===== src/logic/ctrl_pkg.sv =====
package ctrl_pkg;

  // control bundle field types
  typedef logic [4:0] alu_op_t;
  typedef logic [1:0] a_sel_t;
  typedef logic [2:0] b_sel_t;
  typedef logic [1:0] wb_sel_t;
  // memory access size, this is funct3 of the load or store unchanged
  typedef logic [2:0] mem_size_t;

  // ALU operations, ALU_ADD must stay at zero since the top level ORs fields
  localparam alu_op_t ALU_ADD  = 5'b00000;
  localparam alu_op_t ALU_SLL  = 5'b00001;
  localparam alu_op_t ALU_SLTS = 5'b00010;
  localparam alu_op_t ALU_SLTU = 5'b00011;
  localparam alu_op_t ALU_XOR  = 5'b00100;
  localparam alu_op_t ALU_SRL  = 5'b00101;
  localparam alu_op_t ALU_OR   = 5'b00110;
  localparam alu_op_t ALU_AND  = 5'b00111;
  localparam alu_op_t ALU_SUB  = 5'b01000;
  localparam alu_op_t ALU_SRA  = 5'b01101;

  // branch compares are 11 followed by the branch funct3
  localparam alu_op_t ALU_EQ   = 5'b11000;
  localparam alu_op_t ALU_NE   = 5'b11001;
  localparam alu_op_t ALU_LTS  = 5'b11100;
  localparam alu_op_t ALU_GES  = 5'b11101;
  localparam alu_op_t ALU_LTU  = 5'b11110;
  localparam alu_op_t ALU_GEU  = 5'b11111;

  // operand A sources
  localparam a_sel_t OP_A_RS1     = 2'd0;
  localparam a_sel_t OP_A_CURR_PC = 2'd1;
  localparam a_sel_t OP_A_ZERO    = 2'd2;

  // operand B sources, OP_B_INCR is the constant 4 for the link address
  localparam b_sel_t OP_B_RS2   = 3'd0;
  localparam b_sel_t OP_B_IMM_I = 3'd1;
  localparam b_sel_t OP_B_IMM_U = 3'd2;
  localparam b_sel_t OP_B_IMM_S = 3'd3;
  localparam b_sel_t OP_B_INCR  = 3'd4;

  // register file write-back sources
  localparam wb_sel_t WB_EX_RESULT = 2'd0;
  localparam wb_sel_t WB_LSU_DATA  = 2'd1;

endpackage


===== src/logic/isa_pkg.sv =====
package isa_pkg;

  // a full instruction word as it leaves the fetch stage
  typedef logic [31:0] instr_t;

  // the instruction fields that the decoders look at
  typedef logic [6:0] opcode_t;
  typedef logic [2:0] funct3_t;
  typedef logic [6:0] funct7_t;

  // bit positions of the fields inside instr_t
  localparam int OPCODE_LSB = 0;
  localparam int FUNCT3_LSB = 12;
  localparam int FUNCT7_LSB = 25;

  // base opcodes, the low two bits are always 11 for 32-bit words
  localparam opcode_t LOAD_OPCODE     = 7'b0000011;
  localparam opcode_t MISC_MEM_OPCODE = 7'b0001111;
  localparam opcode_t OP_IMM_OPCODE   = 7'b0010011;
  localparam opcode_t AUIPC_OPCODE    = 7'b0010111;
  localparam opcode_t STORE_OPCODE    = 7'b0100011;
  localparam opcode_t OP_OPCODE       = 7'b0110011;
  localparam opcode_t LUI_OPCODE      = 7'b0110111;
  localparam opcode_t BRANCH_OPCODE   = 7'b1100011;
  localparam opcode_t JALR_OPCODE     = 7'b1100111;
  localparam opcode_t JAL_OPCODE      = 7'b1101111;
  // no decoder claims this one, so every SYSTEM word ends up illegal
  localparam opcode_t SYSTEM_OPCODE   = 7'b1110011;

  // load and store access sizes as coded in funct3
  localparam funct3_t LDST_B  = 3'd0;
  localparam funct3_t LDST_H  = 3'd1;
  localparam funct3_t LDST_W  = 3'd2;
  localparam funct3_t LDST_BU = 3'd4;
  localparam funct3_t LDST_HU = 3'd5;

  // funct7 of the plain operation and of the sub/sra variant
  localparam funct7_t FUNCT7_BASE = 7'h00;
  localparam funct7_t FUNCT7_ALT  = 7'h20;

endpackage


===== src/logic/alu_decoder.sv =====
`timescale 1ns/1ps

module alu_decoder (
  input  logic              clk_i,
  input  isa_pkg::instr_t   instr_i,
  output logic              claim_o,
  output logic              illegal_o,
  output logic              gpr_we_o,
  output logic              branch_o,
  output ctrl_pkg::alu_op_t alu_op_o,
  output ctrl_pkg::b_sel_t  b_sel_o
);
  import isa_pkg::*;
  import ctrl_pkg::*;

  opcode_t opcode;
  funct3_t funct3;
  funct7_t funct7;

  assign opcode = instr_i[OPCODE_LSB +: $bits(opcode_t)];
  assign funct3 = instr_i[FUNCT3_LSB +: $bits(funct3_t)];
  assign funct7 = instr_i[FUNCT7_LSB +: $bits(funct7_t)];

  assign claim_o = opcode inside {OP_OPCODE, OP_IMM_OPCODE, BRANCH_OPCODE, MISC_MEM_OPCODE};

  always_comb begin
    illegal_o = 1'b0;
    gpr_we_o  = 1'b0;
    branch_o  = 1'b0;
    alu_op_o  = ALU_ADD;
    b_sel_o   = OP_B_RS2;
    case (opcode)
      OP_OPCODE: begin
        // register-register, funct7 and funct3 pick the operation together
        gpr_we_o = 1'b1;
        case ({funct7, funct3})
          {FUNCT7_BASE, 3'd0}: alu_op_o = ALU_ADD;
          {FUNCT7_BASE, 3'd1}: alu_op_o = ALU_SLL;
          {FUNCT7_BASE, 3'd2}: alu_op_o = ALU_SLTS;
          {FUNCT7_BASE, 3'd3}: alu_op_o = ALU_SLTU;
          {FUNCT7_BASE, 3'd4}: alu_op_o = ALU_XOR;
          {FUNCT7_BASE, 3'd5}: alu_op_o = ALU_SRL;
          {FUNCT7_BASE, 3'd6}: alu_op_o = ALU_OR;
          {FUNCT7_BASE, 3'd7}: alu_op_o = ALU_AND;
          {FUNCT7_ALT, 3'd0}:  alu_op_o = ALU_SUB;
          {FUNCT7_ALT, 3'd5}:  alu_op_o = ALU_SRA;
          default:             illegal_o = 1'b1;
        endcase
      end
      OP_IMM_OPCODE: begin
        gpr_we_o = 1'b1;
        b_sel_o  = OP_B_IMM_I;
        // upper immediate bits are only a funct7 for the shifts
        case (funct3)
          3'd0: alu_op_o = ALU_ADD;
          3'd1: begin
            alu_op_o  = ALU_SLL;
            illegal_o = (funct7 != FUNCT7_BASE);
          end
          3'd2: alu_op_o = ALU_SLTS;
          3'd3: alu_op_o = ALU_SLTU;
          3'd4: alu_op_o = ALU_XOR;
          3'd5: begin
            if (funct7 == FUNCT7_BASE) begin
              alu_op_o = ALU_SRL;
            end else if (funct7 == FUNCT7_ALT) begin
              alu_op_o = ALU_SRA;
            end else begin
              illegal_o = 1'b1;
            end
          end
          3'd6: alu_op_o = ALU_OR;
          3'd7: alu_op_o = ALU_AND;
        endcase
      end
      BRANCH_OPCODE: begin
        branch_o = 1'b1;
        case (funct3)
          3'd0:    alu_op_o = ALU_EQ;
          3'd1:    alu_op_o = ALU_NE;
          3'd4:    alu_op_o = ALU_LTS;
          3'd5:    alu_op_o = ALU_GES;
          3'd6:    alu_op_o = ALU_LTU;
          3'd7:    alu_op_o = ALU_GEU;
          default: illegal_o = 1'b1;
        endcase
      end
      MISC_MEM_OPCODE: begin
        // fence runs as a harmless AND whose result is dropped
        if (funct3 == 3'd0) begin
          alu_op_o = ALU_AND;
          b_sel_o  = OP_B_IMM_I;
        end else begin
          illegal_o = 1'b1;
        end
      end
      default: ;
    endcase
    // a bad funct field takes back every control set above
    if (illegal_o) begin
      gpr_we_o = 1'b0;
      branch_o = 1'b0;
      alu_op_o = ALU_ADD;
      b_sel_o  = OP_B_RS2;
    end
  end

  // an illegal word must neither write rd nor redirect the PC
  a_illegal_quiet: assert property (@(posedge clk_i) illegal_o |-> !gpr_we_o && !branch_o)
    else $error("alu_decoder: illegal word with gpr_we_o or branch_o set");

endmodule


===== src/logic/decode_stage.sv =====
`timescale 1ns/1ps

module decode_stage (
  input  logic                clk_i,
  input  logic                rst_i,
  input  isa_pkg::instr_t     instr_i,
  input  logic                valid_i,
  output logic                valid_o,
  output ctrl_pkg::alu_op_t   alu_op_o,
  output ctrl_pkg::a_sel_t    a_sel_o,
  output ctrl_pkg::b_sel_t    b_sel_o,
  output ctrl_pkg::wb_sel_t   wb_sel_o,
  output ctrl_pkg::mem_size_t mem_size_o,
  output logic                gpr_we_o,
  output logic                mem_req_o,
  output logic                mem_we_o,
  output logic                branch_o,
  output logic                jal_o,
  output logic                jalr_o,
  output logic                illegal_instr_o
);
  import ctrl_pkg::*;

  // load and store decoder results
  logic      mem_claim;
  logic      mem_illegal;
  logic      mem_req;
  logic      mem_we;
  logic      mem_gpr_we;
  mem_size_t mem_size;
  wb_sel_t   mem_wb_sel;
  b_sel_t    mem_b_sel;
  // arithmetic, branch and fence decoder results
  logic      alu_claim;
  logic      alu_illegal;
  logic      alu_gpr_we;
  logic      alu_branch;
  alu_op_t   alu_op;
  b_sel_t    alu_b_sel;
  // jump and upper immediate decoder results
  logic      flow_claim;
  logic      flow_illegal;
  logic      flow_gpr_we;
  logic      flow_jal;
  logic      flow_jalr;
  a_sel_t    flow_a_sel;
  b_sel_t    flow_b_sel;
  // merged bundle ahead of the register
  logic      dec_illegal;
  logic      dec_gpr_we;
  b_sel_t    dec_b_sel;

  mem_decoder i_mem_decoder (
    .clk_i      (clk_i),
    .instr_i    (instr_i),
    .claim_o    (mem_claim),
    .illegal_o  (mem_illegal),
    .mem_req_o  (mem_req),
    .mem_we_o   (mem_we),
    .gpr_we_o   (mem_gpr_we),
    .mem_size_o (mem_size),
    .wb_sel_o   (mem_wb_sel),
    .b_sel_o    (mem_b_sel)
  );

  alu_decoder i_alu_decoder (
    .clk_i     (clk_i),
    .instr_i   (instr_i),
    .claim_o   (alu_claim),
    .illegal_o (alu_illegal),
    .gpr_we_o  (alu_gpr_we),
    .branch_o  (alu_branch),
    .alu_op_o  (alu_op),
    .b_sel_o   (alu_b_sel)
  );

  flow_decoder i_flow_decoder (
    .instr_i   (instr_i),
    .claim_o   (flow_claim),
    .illegal_o (flow_illegal),
    .gpr_we_o  (flow_gpr_we),
    .jal_o     (flow_jal),
    .jalr_o    (flow_jalr),
    .a_sel_o   (flow_a_sel),
    .b_sel_o   (flow_b_sel)
  );

  // unclaimed decoders drive zeros, so a plain OR picks the active one
  assign dec_b_sel  = mem_b_sel | alu_b_sel | flow_b_sel;
  assign dec_gpr_we = mem_gpr_we | alu_gpr_we | flow_gpr_we;

  // an opcode nobody owns covers SYSTEM, unused opcodes and bad low bits
  assign dec_illegal = !(mem_claim || alu_claim || flow_claim)
                     || mem_illegal || alu_illegal || flow_illegal;

  // decode register, an empty slot holds an all-zero bundle
  always_ff @(posedge clk_i) begin
    if (rst_i || !valid_i) begin
      valid_o         <= 1'b0;
      alu_op_o        <= ALU_ADD;
      a_sel_o         <= OP_A_RS1;
      b_sel_o         <= OP_B_RS2;
      wb_sel_o        <= WB_EX_RESULT;
      mem_size_o      <= '0;
      gpr_we_o        <= 1'b0;
      mem_req_o       <= 1'b0;
      mem_we_o        <= 1'b0;
      branch_o        <= 1'b0;
      jal_o           <= 1'b0;
      jalr_o          <= 1'b0;
      illegal_instr_o <= 1'b0;
    end else begin
      valid_o         <= 1'b1;
      alu_op_o        <= alu_op;
      a_sel_o         <= flow_a_sel;
      b_sel_o         <= dec_b_sel;
      wb_sel_o        <= mem_wb_sel;
      mem_size_o      <= mem_size;
      gpr_we_o        <= dec_gpr_we;
      mem_req_o       <= mem_req;
      mem_we_o        <= mem_we;
      branch_o        <= alu_branch;
      jal_o           <= flow_jal;
      jalr_o          <= flow_jalr;
      illegal_instr_o <= dec_illegal;
    end
  end

  // control transfer kinds come from two decoders and must never overlap
  a_one_transfer: assert property (@(posedge clk_i) disable iff (rst_i)
    $onehot0({branch_o, jal_o, jalr_o}))
    else $error("decode_stage: more than one control transfer flag");

  // an illegal word reaches the pipeline with every enable low
  a_illegal_quiet: assert property (@(posedge clk_i) disable iff (rst_i)
    illegal_instr_o |-> !(gpr_we_o || mem_req_o || mem_we_o || branch_o || jal_o || jalr_o))
    else $error("decode_stage: illegal word with an enable set");

  // the opcode sets of the class decoders are disjoint
  a_single_claim: assert property (@(posedge clk_i) disable iff (rst_i)
    valid_i |-> $onehot0({mem_claim, alu_claim, flow_claim}))
    else $error("decode_stage: word claimed by more than one decoder");

endmodule


===== src/logic/flow_decoder.sv =====
`timescale 1ns/1ps

module flow_decoder (
  input  isa_pkg::instr_t  instr_i,
  output logic             claim_o,
  output logic             illegal_o,
  output logic             gpr_we_o,
  output logic             jal_o,
  output logic             jalr_o,
  output ctrl_pkg::a_sel_t a_sel_o,
  output ctrl_pkg::b_sel_t b_sel_o
);
  import isa_pkg::*;
  import ctrl_pkg::*;

  opcode_t opcode;
  funct3_t funct3;

  assign opcode = instr_i[OPCODE_LSB +: $bits(opcode_t)];
  assign funct3 = instr_i[FUNCT3_LSB +: $bits(funct3_t)];

  assign claim_o = opcode inside {JAL_OPCODE, JALR_OPCODE, LUI_OPCODE, AUIPC_OPCODE};

  always_comb begin
    illegal_o = 1'b0;
    gpr_we_o  = 1'b0;
    jal_o     = 1'b0;
    jalr_o    = 1'b0;
    a_sel_o   = OP_A_RS1;
    b_sel_o   = OP_B_RS2;
    case (opcode)
      JAL_OPCODE: begin
        // rd gets pc + 4, the jump target is formed outside the ALU
        jal_o    = 1'b1;
        gpr_we_o = 1'b1;
        a_sel_o  = OP_A_CURR_PC;
        b_sel_o  = OP_B_INCR;
      end
      JALR_OPCODE: begin
        if (funct3 == 3'd0) begin
          jalr_o   = 1'b1;
          gpr_we_o = 1'b1;
          a_sel_o  = OP_A_CURR_PC;
          b_sel_o  = OP_B_INCR;
        end else begin
          illegal_o = 1'b1;
        end
      end
      LUI_OPCODE: begin
        // zero plus the U immediate
        gpr_we_o = 1'b1;
        a_sel_o  = OP_A_ZERO;
        b_sel_o  = OP_B_IMM_U;
      end
      AUIPC_OPCODE: begin
        gpr_we_o = 1'b1;
        a_sel_o  = OP_A_CURR_PC;
        b_sel_o  = OP_B_IMM_U;
      end
      default: ;
    endcase
  end

endmodule


===== src/logic/mem_decoder.sv =====
`timescale 1ns/1ps

module mem_decoder (
  input  logic                clk_i,
  input  isa_pkg::instr_t     instr_i,
  output logic                claim_o,
  output logic                illegal_o,
  output logic                mem_req_o,
  output logic                mem_we_o,
  output logic                gpr_we_o,
  output ctrl_pkg::mem_size_t mem_size_o,
  output ctrl_pkg::wb_sel_t   wb_sel_o,
  output ctrl_pkg::b_sel_t    b_sel_o
);
  import isa_pkg::*;
  import ctrl_pkg::*;

  opcode_t opcode;
  funct3_t funct3;

  assign opcode = instr_i[OPCODE_LSB +: $bits(opcode_t)];
  assign funct3 = instr_i[FUNCT3_LSB +: $bits(funct3_t)];

  // this decoder owns the two memory access classes only
  assign claim_o = (opcode == LOAD_OPCODE) || (opcode == STORE_OPCODE);

  always_comb begin
    // everything idles at zero unless a legal load or store is seen
    illegal_o  = 1'b0;
    mem_req_o  = 1'b0;
    mem_we_o   = 1'b0;
    gpr_we_o   = 1'b0;
    mem_size_o = '0;
    wb_sel_o   = WB_EX_RESULT;
    b_sel_o    = OP_B_RS2;
    case (opcode)
      LOAD_OPCODE: begin
        case (funct3)
          LDST_B, LDST_H, LDST_W, LDST_BU, LDST_HU: begin
            // address is rs1 plus the I immediate, result goes to rd
            mem_req_o  = 1'b1;
            gpr_we_o   = 1'b1;
            wb_sel_o   = WB_LSU_DATA;
            b_sel_o    = OP_B_IMM_I;
            mem_size_o = mem_size_t'(funct3);
          end
          default: illegal_o = 1'b1;
        endcase
      end
      STORE_OPCODE: begin
        // stores have no unsigned sizes
        case (funct3)
          LDST_B, LDST_H, LDST_W: begin
            mem_req_o  = 1'b1;
            mem_we_o   = 1'b1;
            b_sel_o    = OP_B_IMM_S;
            mem_size_o = mem_size_t'(funct3);
          end
          default: illegal_o = 1'b1;
        endcase
      end
      default: ;
    endcase
  end

  // a write to memory is never issued without a request
  a_we_with_req: assert property (@(posedge clk_i) mem_we_o |-> mem_req_o)
    else $error("mem_decoder: mem_we_o without mem_req_o");

endmodule


===== config.mk =====
export PLATFORM = sky130hd
export DESIGN_NAME = decode_stage
export DESIGN_NICKNAME = d
export VERILOG_FILES = /design/src/logic/ctrl_pkg.sv /design/src/logic/isa_pkg.sv /design/src/logic/alu_decoder.sv /design/src/logic/decode_stage.sv /design/src/logic/flow_decoder.sv /design/src/logic/mem_decoder.sv
export SDC_FILE = /design/constraint.sdc
export NUM_CORES = 1
export LEC_CHECK = 0
export ABC_AREA = 1
export BUFFER_PORTS_ARGS = -buffer_cell sky130_fd_sc_hd__buf_2
export CAP_MARGIN = 20
export CORE_ASPECT_RATIO = 1.2
export CORE_MARGIN = 2
export CORE_UTILIZATION = 49
export CTS_BUF_LIST = sky130_fd_sc_hd__clkbuf_4 sky130_fd_sc_hd__clkbuf_8
export DETAILED_ROUTE_END_ITERATION = 8
export MAX_ROUTING_LAYER = met4
export PLACE_DENSITY = 0.82
export SETUP_SLACK_MARGIN = 0.5
export SLEW_MARGIN = 40
export SYNTH_ARGS = -nofsm -noshare
export SYNTH_HDL_FRONTEND = slang
export SYNTH_SLANG_ARGS = --single-unit
export TNS_END_PERCENT = 50

===== constraint.sdc =====
create_clock -name clk_i -period 1.2 [get_ports clk_i]
set_input_delay 0 -clock clk_i [delete_from_list [all_inputs] [get_ports clk_i]]
set_output_delay 0 -clock clk_i [all_outputs]
set_load 0.01 [all_outputs]

== Word-level counts from Yosys, hierarchy flattened ==
Index checks and enable logic that the tools add are counted.

* Register bits after elaboration: 23
* Logic and storage cells: 117
* Output and inout bits: 23

* Equality and inequality tests: 27
* Muxes and demuxes: 43
* Reductions and logical operators: 27
* Bitwise logic cells: 7

{| class="wikitable"
|+ Operator list
! kind !! count
|-
| $eq A10 B3 Y1 const B || 4
|-
| $pmux W5 S8 || 1
|-
| $pmux W4 S9 || 1
|-
| $pmux W5 S6 || 1
|-
| $eq A7 B6 Y1 const B || 4
|-
| $eq A7 B7 Y1 const B || 3
|-
| $mux W1 || 21
|-
| $eq A10 B2 Y1 const B || 2
|-
| $eq A10 B9 Y1 const B || 2
|-
| $pmux W5 S4 || 1
|-
| $pmux W3 S2 || 3
|-
| $mux W3 || 5
|-
| $eq A7 B5 Y1 const B || 2
|-
| $reduce_or A2 Y1 || 7
|-
| $eq A3 B3 Y1 const B || 4
|-
| $eq A10 B1 Y1 const B || 1
|-
| $logic_not A10 Y1 || 1
|-
| $reduce_or A10 Y1 || 1
|-
| $pmux W3 S3 || 1
|-
| $pmux W1 S2 || 4
|-
| $reduce_bool A4 Y1 || 2
|-
| $eq A7 B2 Y1 const B || 1
|-
| $eq A7 B4 Y1 const B || 1
|-
| $logic_not A7 Y1 || 1
|-
| 17 further kinds || 30
|}

== Logic depth before layout (Yosys ltp) ==
* Word-level depth: 8
* Depth in mapped cells: 12
* Gate-level depth less buffers: 12

== Hierarchy ==
A second synthesis with hierarchy kept.

* Cell total of the unflattened synthesis: 274
* Area total of the unflattened synthesis: 1741.7 µm²

{| class="wikitable"
|+ Modules (own cells, without submodules)
! module !! cells an instance !! times used !! area each (µm²)
|-
| decode_stage || 78 || 1 || 695.7
|-
| alu_decoder || 121 || 1 || 631.9
|-
| mem_decoder || 46 || 1 || 256.5
|-
| flow_decoder || 29 || 1 || 157.7
|}

== Worst setup path after synthesis ==
No wires, ideal clock.

* Path type: input -> register
* Start: input instr_i[1]
* End: register b_sel_o[0]
* Required time: 1.085 ns
* Stages on the path: 11
* Slack: 0.251 ns
* Library setup time: 0.115 ns
* Data arrival time: 0.834 ns
* Path buffers: 0
* Path through: nand2_1 inv_1 nand2_2 inv_2 nand2_2 a21oi_2 nand2_2 nand3_4 inv_1 nand2_1 nand2_1

* Word-level cells in the longest chain between the ends: 5
* Elaborated cells on any way between the ends: 18

{| class="wikitable"
|+ Ends and longest elaborated chain
! item !! RTL line !! text
|-
| from (decl) || decode_stage.sv:6 || <nowiki>input isa_pkg::instr_t instr_i,</nowiki>
|-
| $eq A7 B4 Y1 (tied with other cells) || alu_decoder.sv:32 || <nowiki>case (opcode)</nowiki>
|-
| $pmux W1 S4 / $pmux W3 S2 (equally long branches) || alu_decoder.sv:32 ||
|-
| $mux W3 || alu_decoder.sv:100 || <nowiki>if (illegal_o) begin</nowiki>
|-
| $or A3 B3 Y3 || decode_stage.sv:89 || <nowiki>assign dec_b_sel = mem_b_sel | alu_b_sel | flow_b_sel;</nowiki>
|-
| $or A3 B3 Y3 (*) || decode_stage.sv:89 ||
|-
| to (signal assigned) || decode_stage.sv:116 || <nowiki>b_sel_o <= dec_b_sel;</nowiki>
|-
| to (decl) || decode_stage.sv:11 || <nowiki>output ctrl_pkg::b_sel_t b_sel_o,</nowiki>
|}

Mark *: on every way between the ends. The rest lies on a longest branch, timed or not.
A chain may end at the register's enable or synchronous reset.

== Final worst setup path ==
* Start: input instr_i[31]
* End: register branch_o

* Word-level cells in the longest chain between the ends: 6
* Elaborated cells on any way between the ends: 20

{| class="wikitable"
|+ Ends and longest elaborated chain
! item !! RTL line !! text
|-
| $eq A7 B6 Y1 || alu_decoder.sv:66 || <nowiki>end else if (funct7 == FUNCT7_ALT) begin</nowiki>
|-
| $mux W1 || alu_decoder.sv:66 ||
|-
| $mux W1 || alu_decoder.sv:64 || <nowiki>if (funct7 == FUNCT7_BASE) begin</nowiki>
|-
| $pmux W1 S2 || alu_decoder.sv:54 || <nowiki>case (funct3)</nowiki>
|-
| $pmux W1 S4 (*) || alu_decoder.sv:32 ||
|-
| $reduce_or A2 Y1 (no source line) (*) || n/a ||
|-
| to (signal assigned) || decode_stage.sv:122 || <nowiki>branch_o <= alu_branch;</nowiki>
|-
| to (decl) || decode_stage.sv:17 || <nowiki>output logic branch_o,</nowiki>
|}

Marks and branches as above.

==> impl_metrics.json <==
{
  "n_fill_cell": 206,
  "worst_hold_slack_ps": -3.15,
  "cts.clk_slew.worst_paths_ps": 100,
  "via_per_inst": 4.96,
  "holdCritPathClass": "primary input to flip-flop",
  "die_area_um2": 3130,
  "wirelength_um": 3280,
  "postSynthAreaPerCell_um2": 6.81,
  "synth_warnings": 0,
  "met1_usage_pct": 23.9,
  "fin_cells": 282,
  "ctsHoldBuffers": 1,
  "final_hold_viol_count": 1,
  "min_to": "mem_size_o[1]$_SDFF_PN0_",
  "port_buffers": 41,
  "violations": "negative hold slack",
  "final_common_cell": "nand2_1",
  "regArea_um2": 445,
  "grt_remaining_overflow": 0,
  "status": "finished, violations left",
  "worstPathArrival_ps": 1070,
  "ir_worst_vdd_uv": 497,
  "intPower_mw": 0.953,
  "place_inst": 269,
  "cts_tree": "built",
  "holdPathStages": 2,
  "die-height_um": 60.9,
  "drc_errors": 0,
  "n_antenna_cell": 0,
  "clockBufferDepth": 2,
  "cpPeakStageDelay_ps": 150,
  "syn_nets": 229,
  "seqPwrFrac_pct": 56.2,
  "synthDistinctLibCells": 31,
  "crit_path_start": "instr_i[31]",
  "rsz0062_at_grt": "true",
  "cts-root-buf": "clkbuf_4",
  "row_count": 20,
  "p_clk_share_pct": 23.4,
  "grt_pass1_vias": 1293,
  "critical_path_class": "primary input to flip-flop",
  "cap_violations": 0,
  "die_w_um": 51.4,
  "via_count": 1400,
  "first_iter_violations": 39,
  "grt_start_max_net_pins": 12,
  "ant_nets": 0,
  "final_nets": 286,
  "track_usage_pct": 21.9,
  "multi_input_area_um2": 932,
  "gp_congestion": 0.917,
  "ioPinCount": 58,
  "grt_pass1_wl_um": 5060,
  "fin_crit_sh_pct": 68.9,
  "switching_share_pct": 27.1,
  "initial_utilization_pct": 51.8,
  "syn_to_final_growth_pct": 48.0,
  "path_common_cell": "nor2_4",
  "mostFrequentLayoutCells": "nand2_1, buf_2, inv_1",
  "synth_area_um2": 1320,
  "final.setup.tns_ps": 0,
  "cp-end-kind": "flip-flop",
  "hold_start": "instr_i[12]",
  "busiest_layer": "met2",
  "drt_first_pass_iters": 4,
  "use_met2_pct": 39.6,
  "clock_sinks": 22,
  "crit_path_max_fanout": 5,
  "setup_viol": 0,
  "powerDensity_nw_per_um2": 669,
  "crit_path_start_kind": "primary input",
  "core_um2": 2550,
  "drv_slew": 0,
  "htreeDepth": 1,
  "cp_slowest_cell": "nor2_4",
  "ys_ff_latch": 22,
  "cp_cell_sequence": "buf_8, nor2_4, nand2_4, nor2_4, nand2_2, nand2_2, nor2_4, nand2_4, nand3_4, buf_4, nor2_2",
  "wl_per_cell_um": 11.6,
  "netlist_instances": 194,
  "antenna_found_initial": 0,
  "yosysSeqAreaShare_pct": 33.3,
  "min_period_ps": 827,
  "combinationalPowerShare_pct": 20.4,
  "clock.fmax_mhz": 1210,
  "drive_above_1_share_pct": 53.0,
  "dp_hpwl_um": 2360,
  "cts_buffers": 3,
  "worstPathRequired_ps": 1450,
  "net-switching-power_mw": 0.355,
  "use_met3_pct": 1.97,
  "leakage_nw": 0.993
}
==> layer usage <==
metal  part of all wire, %  wire [µm]  vias to the layer above
li1                      -          -                      713
met1                    38       1250                      630
met2                    55       1810                       51
met3                   4.7        155                        6
met4                   2.2         72                        0
met5                     0          0                        -
==> state kept, by name, indices dropped and copies added, names as in the netlist <==
signal and cells:
jalr_o 1, wb_sel_o 1, mem_size_o 3, jal_o 1, illegal_instr_o 1, branch_o 1
mem_req_o 1, gpr_we_o 1, valid_o 1, mem_we_o 1, alu_op_o 5, a_sel_o 2
b_sel_o 3
==> logic make-up (layout without fill, tap and decap cells) <==
| kind of cell | after synthesis | in the layout | synth area share [%] |
|---|---|---|---|
| AND/OR/NAND/NOR | 118 | 118 | 47.6 |
| buffers and inverters | 36 | 91 | 11.1 |
| flip-flops | 22 | 22 | 33.3 |
| AO/OA/AOI/OAI | 17 | 17 | 7.67 |
| other | 1 | 1 | 0.284 |
==> power groups by stage <==
stage | clock [mW] | combinational (mW) | sequential [mW]
detailed placement | 0 | 0.207 | 0.753
finish | 0.306 | 0.267 | 0.736
global route | 0.343 | 0.289 | 0.737
floorplan | 0 | 0.127 | 0.756
CTS | 0.313 | 0.227 | 0.736
global placement | 0 | 0.203 | 0.752
==> worst max-delay path by stage <==
| stage | end | cells after the start |
|---|---|---|
| after floorplan | alu_op_o[2]$_SDFF_PP0_ | 11 |
| after global placement | b_sel_o[0]$_SDFF_PN0_ | 11 |
| final | branch_o$_SDFF_PP0_ | 11 |
| after CTS | alu_op_o[2]$_SDFF_PP0_ | 12 |
| after global routing | alu_op_o[2]$_SDFF_PP0_ | 10 |
| after detailed placement | b_sel_o[0]$_SDFF_PN0_ | 11 |
==> timing repair <==
| item | in CTS | in global routing |
|---|---|---|
| buffers inserted | 7 | 2 |
| endpoints found under the setup margin | 33 | 36 |
| endpoints found under the hold margin | 2 | 1 |
| pin swaps | 17 | 22 |
| gates resized for setup | 18 | 48 |
==> worst max-delay path: cells and delay by family <==
kind | cells | cell delay (ps)
and+or+nand+nor | 9 | 810
buffers and inverters | 2 | 250
==> Yosys cell counts <==
| library cell | n | area (µm²) |
|---|---|---|
| buf_6 | 1 | 11.3 |
| nand3_1 | 8 | 40.0 |
| clkinv_1 | 2 | 7.51 |
| nand3_2 | 4 | 40.0 |
| nor2_8 | 1 | 20.0 |
| nand2_1 | 40 | 150 |
| nand2_2 | 7 | 43.8 |
| nor3_2 | 1 | 10.0 |
| nand4_1 | 3 | 18.8 |
| nor2_1 | 32 | 120 |
| a21oi_2 | 1 | 8.76 |
| a21oi_1 | 6 | 30.0 |
| nor3_4 | 1 | 16.3 |
| o211ai_1 | 1 | 7.51 |
| conb_1 | 1 | 3.75 |
| buf_4 | 1 | 7.51 |
| o21ai_1 | 2 | 10.0 |
| o31ai_1 | 1 | 7.51 |
| nor3_1 | 4 | 20.0 |
| o21bai_1 | 2 | 15.0 |
| nor4_1 | 1 | 6.26 |
| a211oi_1 | 1 | 7.51 |
| dfxtp_1 | 22 | 440 |
| nor2_4 | 4 | 45.0 |
| o21ai_0 | 3 | 15.0 |
| nand3_4 | 1 | 17.5 |
| or2_1 | 1 | 6.26 |
| nand4_2 | 2 | 25.0 |
| nor2_2 | 8 | 50.1 |
| inv_2 | 8 | 30.0 |
| inv_1 | 24 | 90.1 |
==> through the flow <==
step / power (mW) / cell area (µm²) / utilization [%] / hold slack, ps / worst slack, ps
global placement: 0.956 / 1630 / 63.9 / 255 / 15.3
detailed placement: 0.959 / 1630 / 63.9 / 259 / 24.0
floorplan: 0.882 / 1390 / - / 78.7 / 297
finish: 1.31 / 1960 / 76.6 / -3.15 / 373
global route: 1.37 / 1960 / 76.6 / -10.1 / 287
CTS: 1.28 / 1780 / 69.6 / -15.7 / 395
==> final cells by class <==
type / count / share of cell area [%]
Sequential cell: 22 / 22.8
Tap cell: 33 / 2.11
Clock buffer: 3 / 1.15
Multi-Input combinational cell: 136 / 47.7
Inverter: 34 / 7.42
Timing Repair Buffer: 54 / 18.9
No activity file was read; power rests on OpenSTA's default activity.
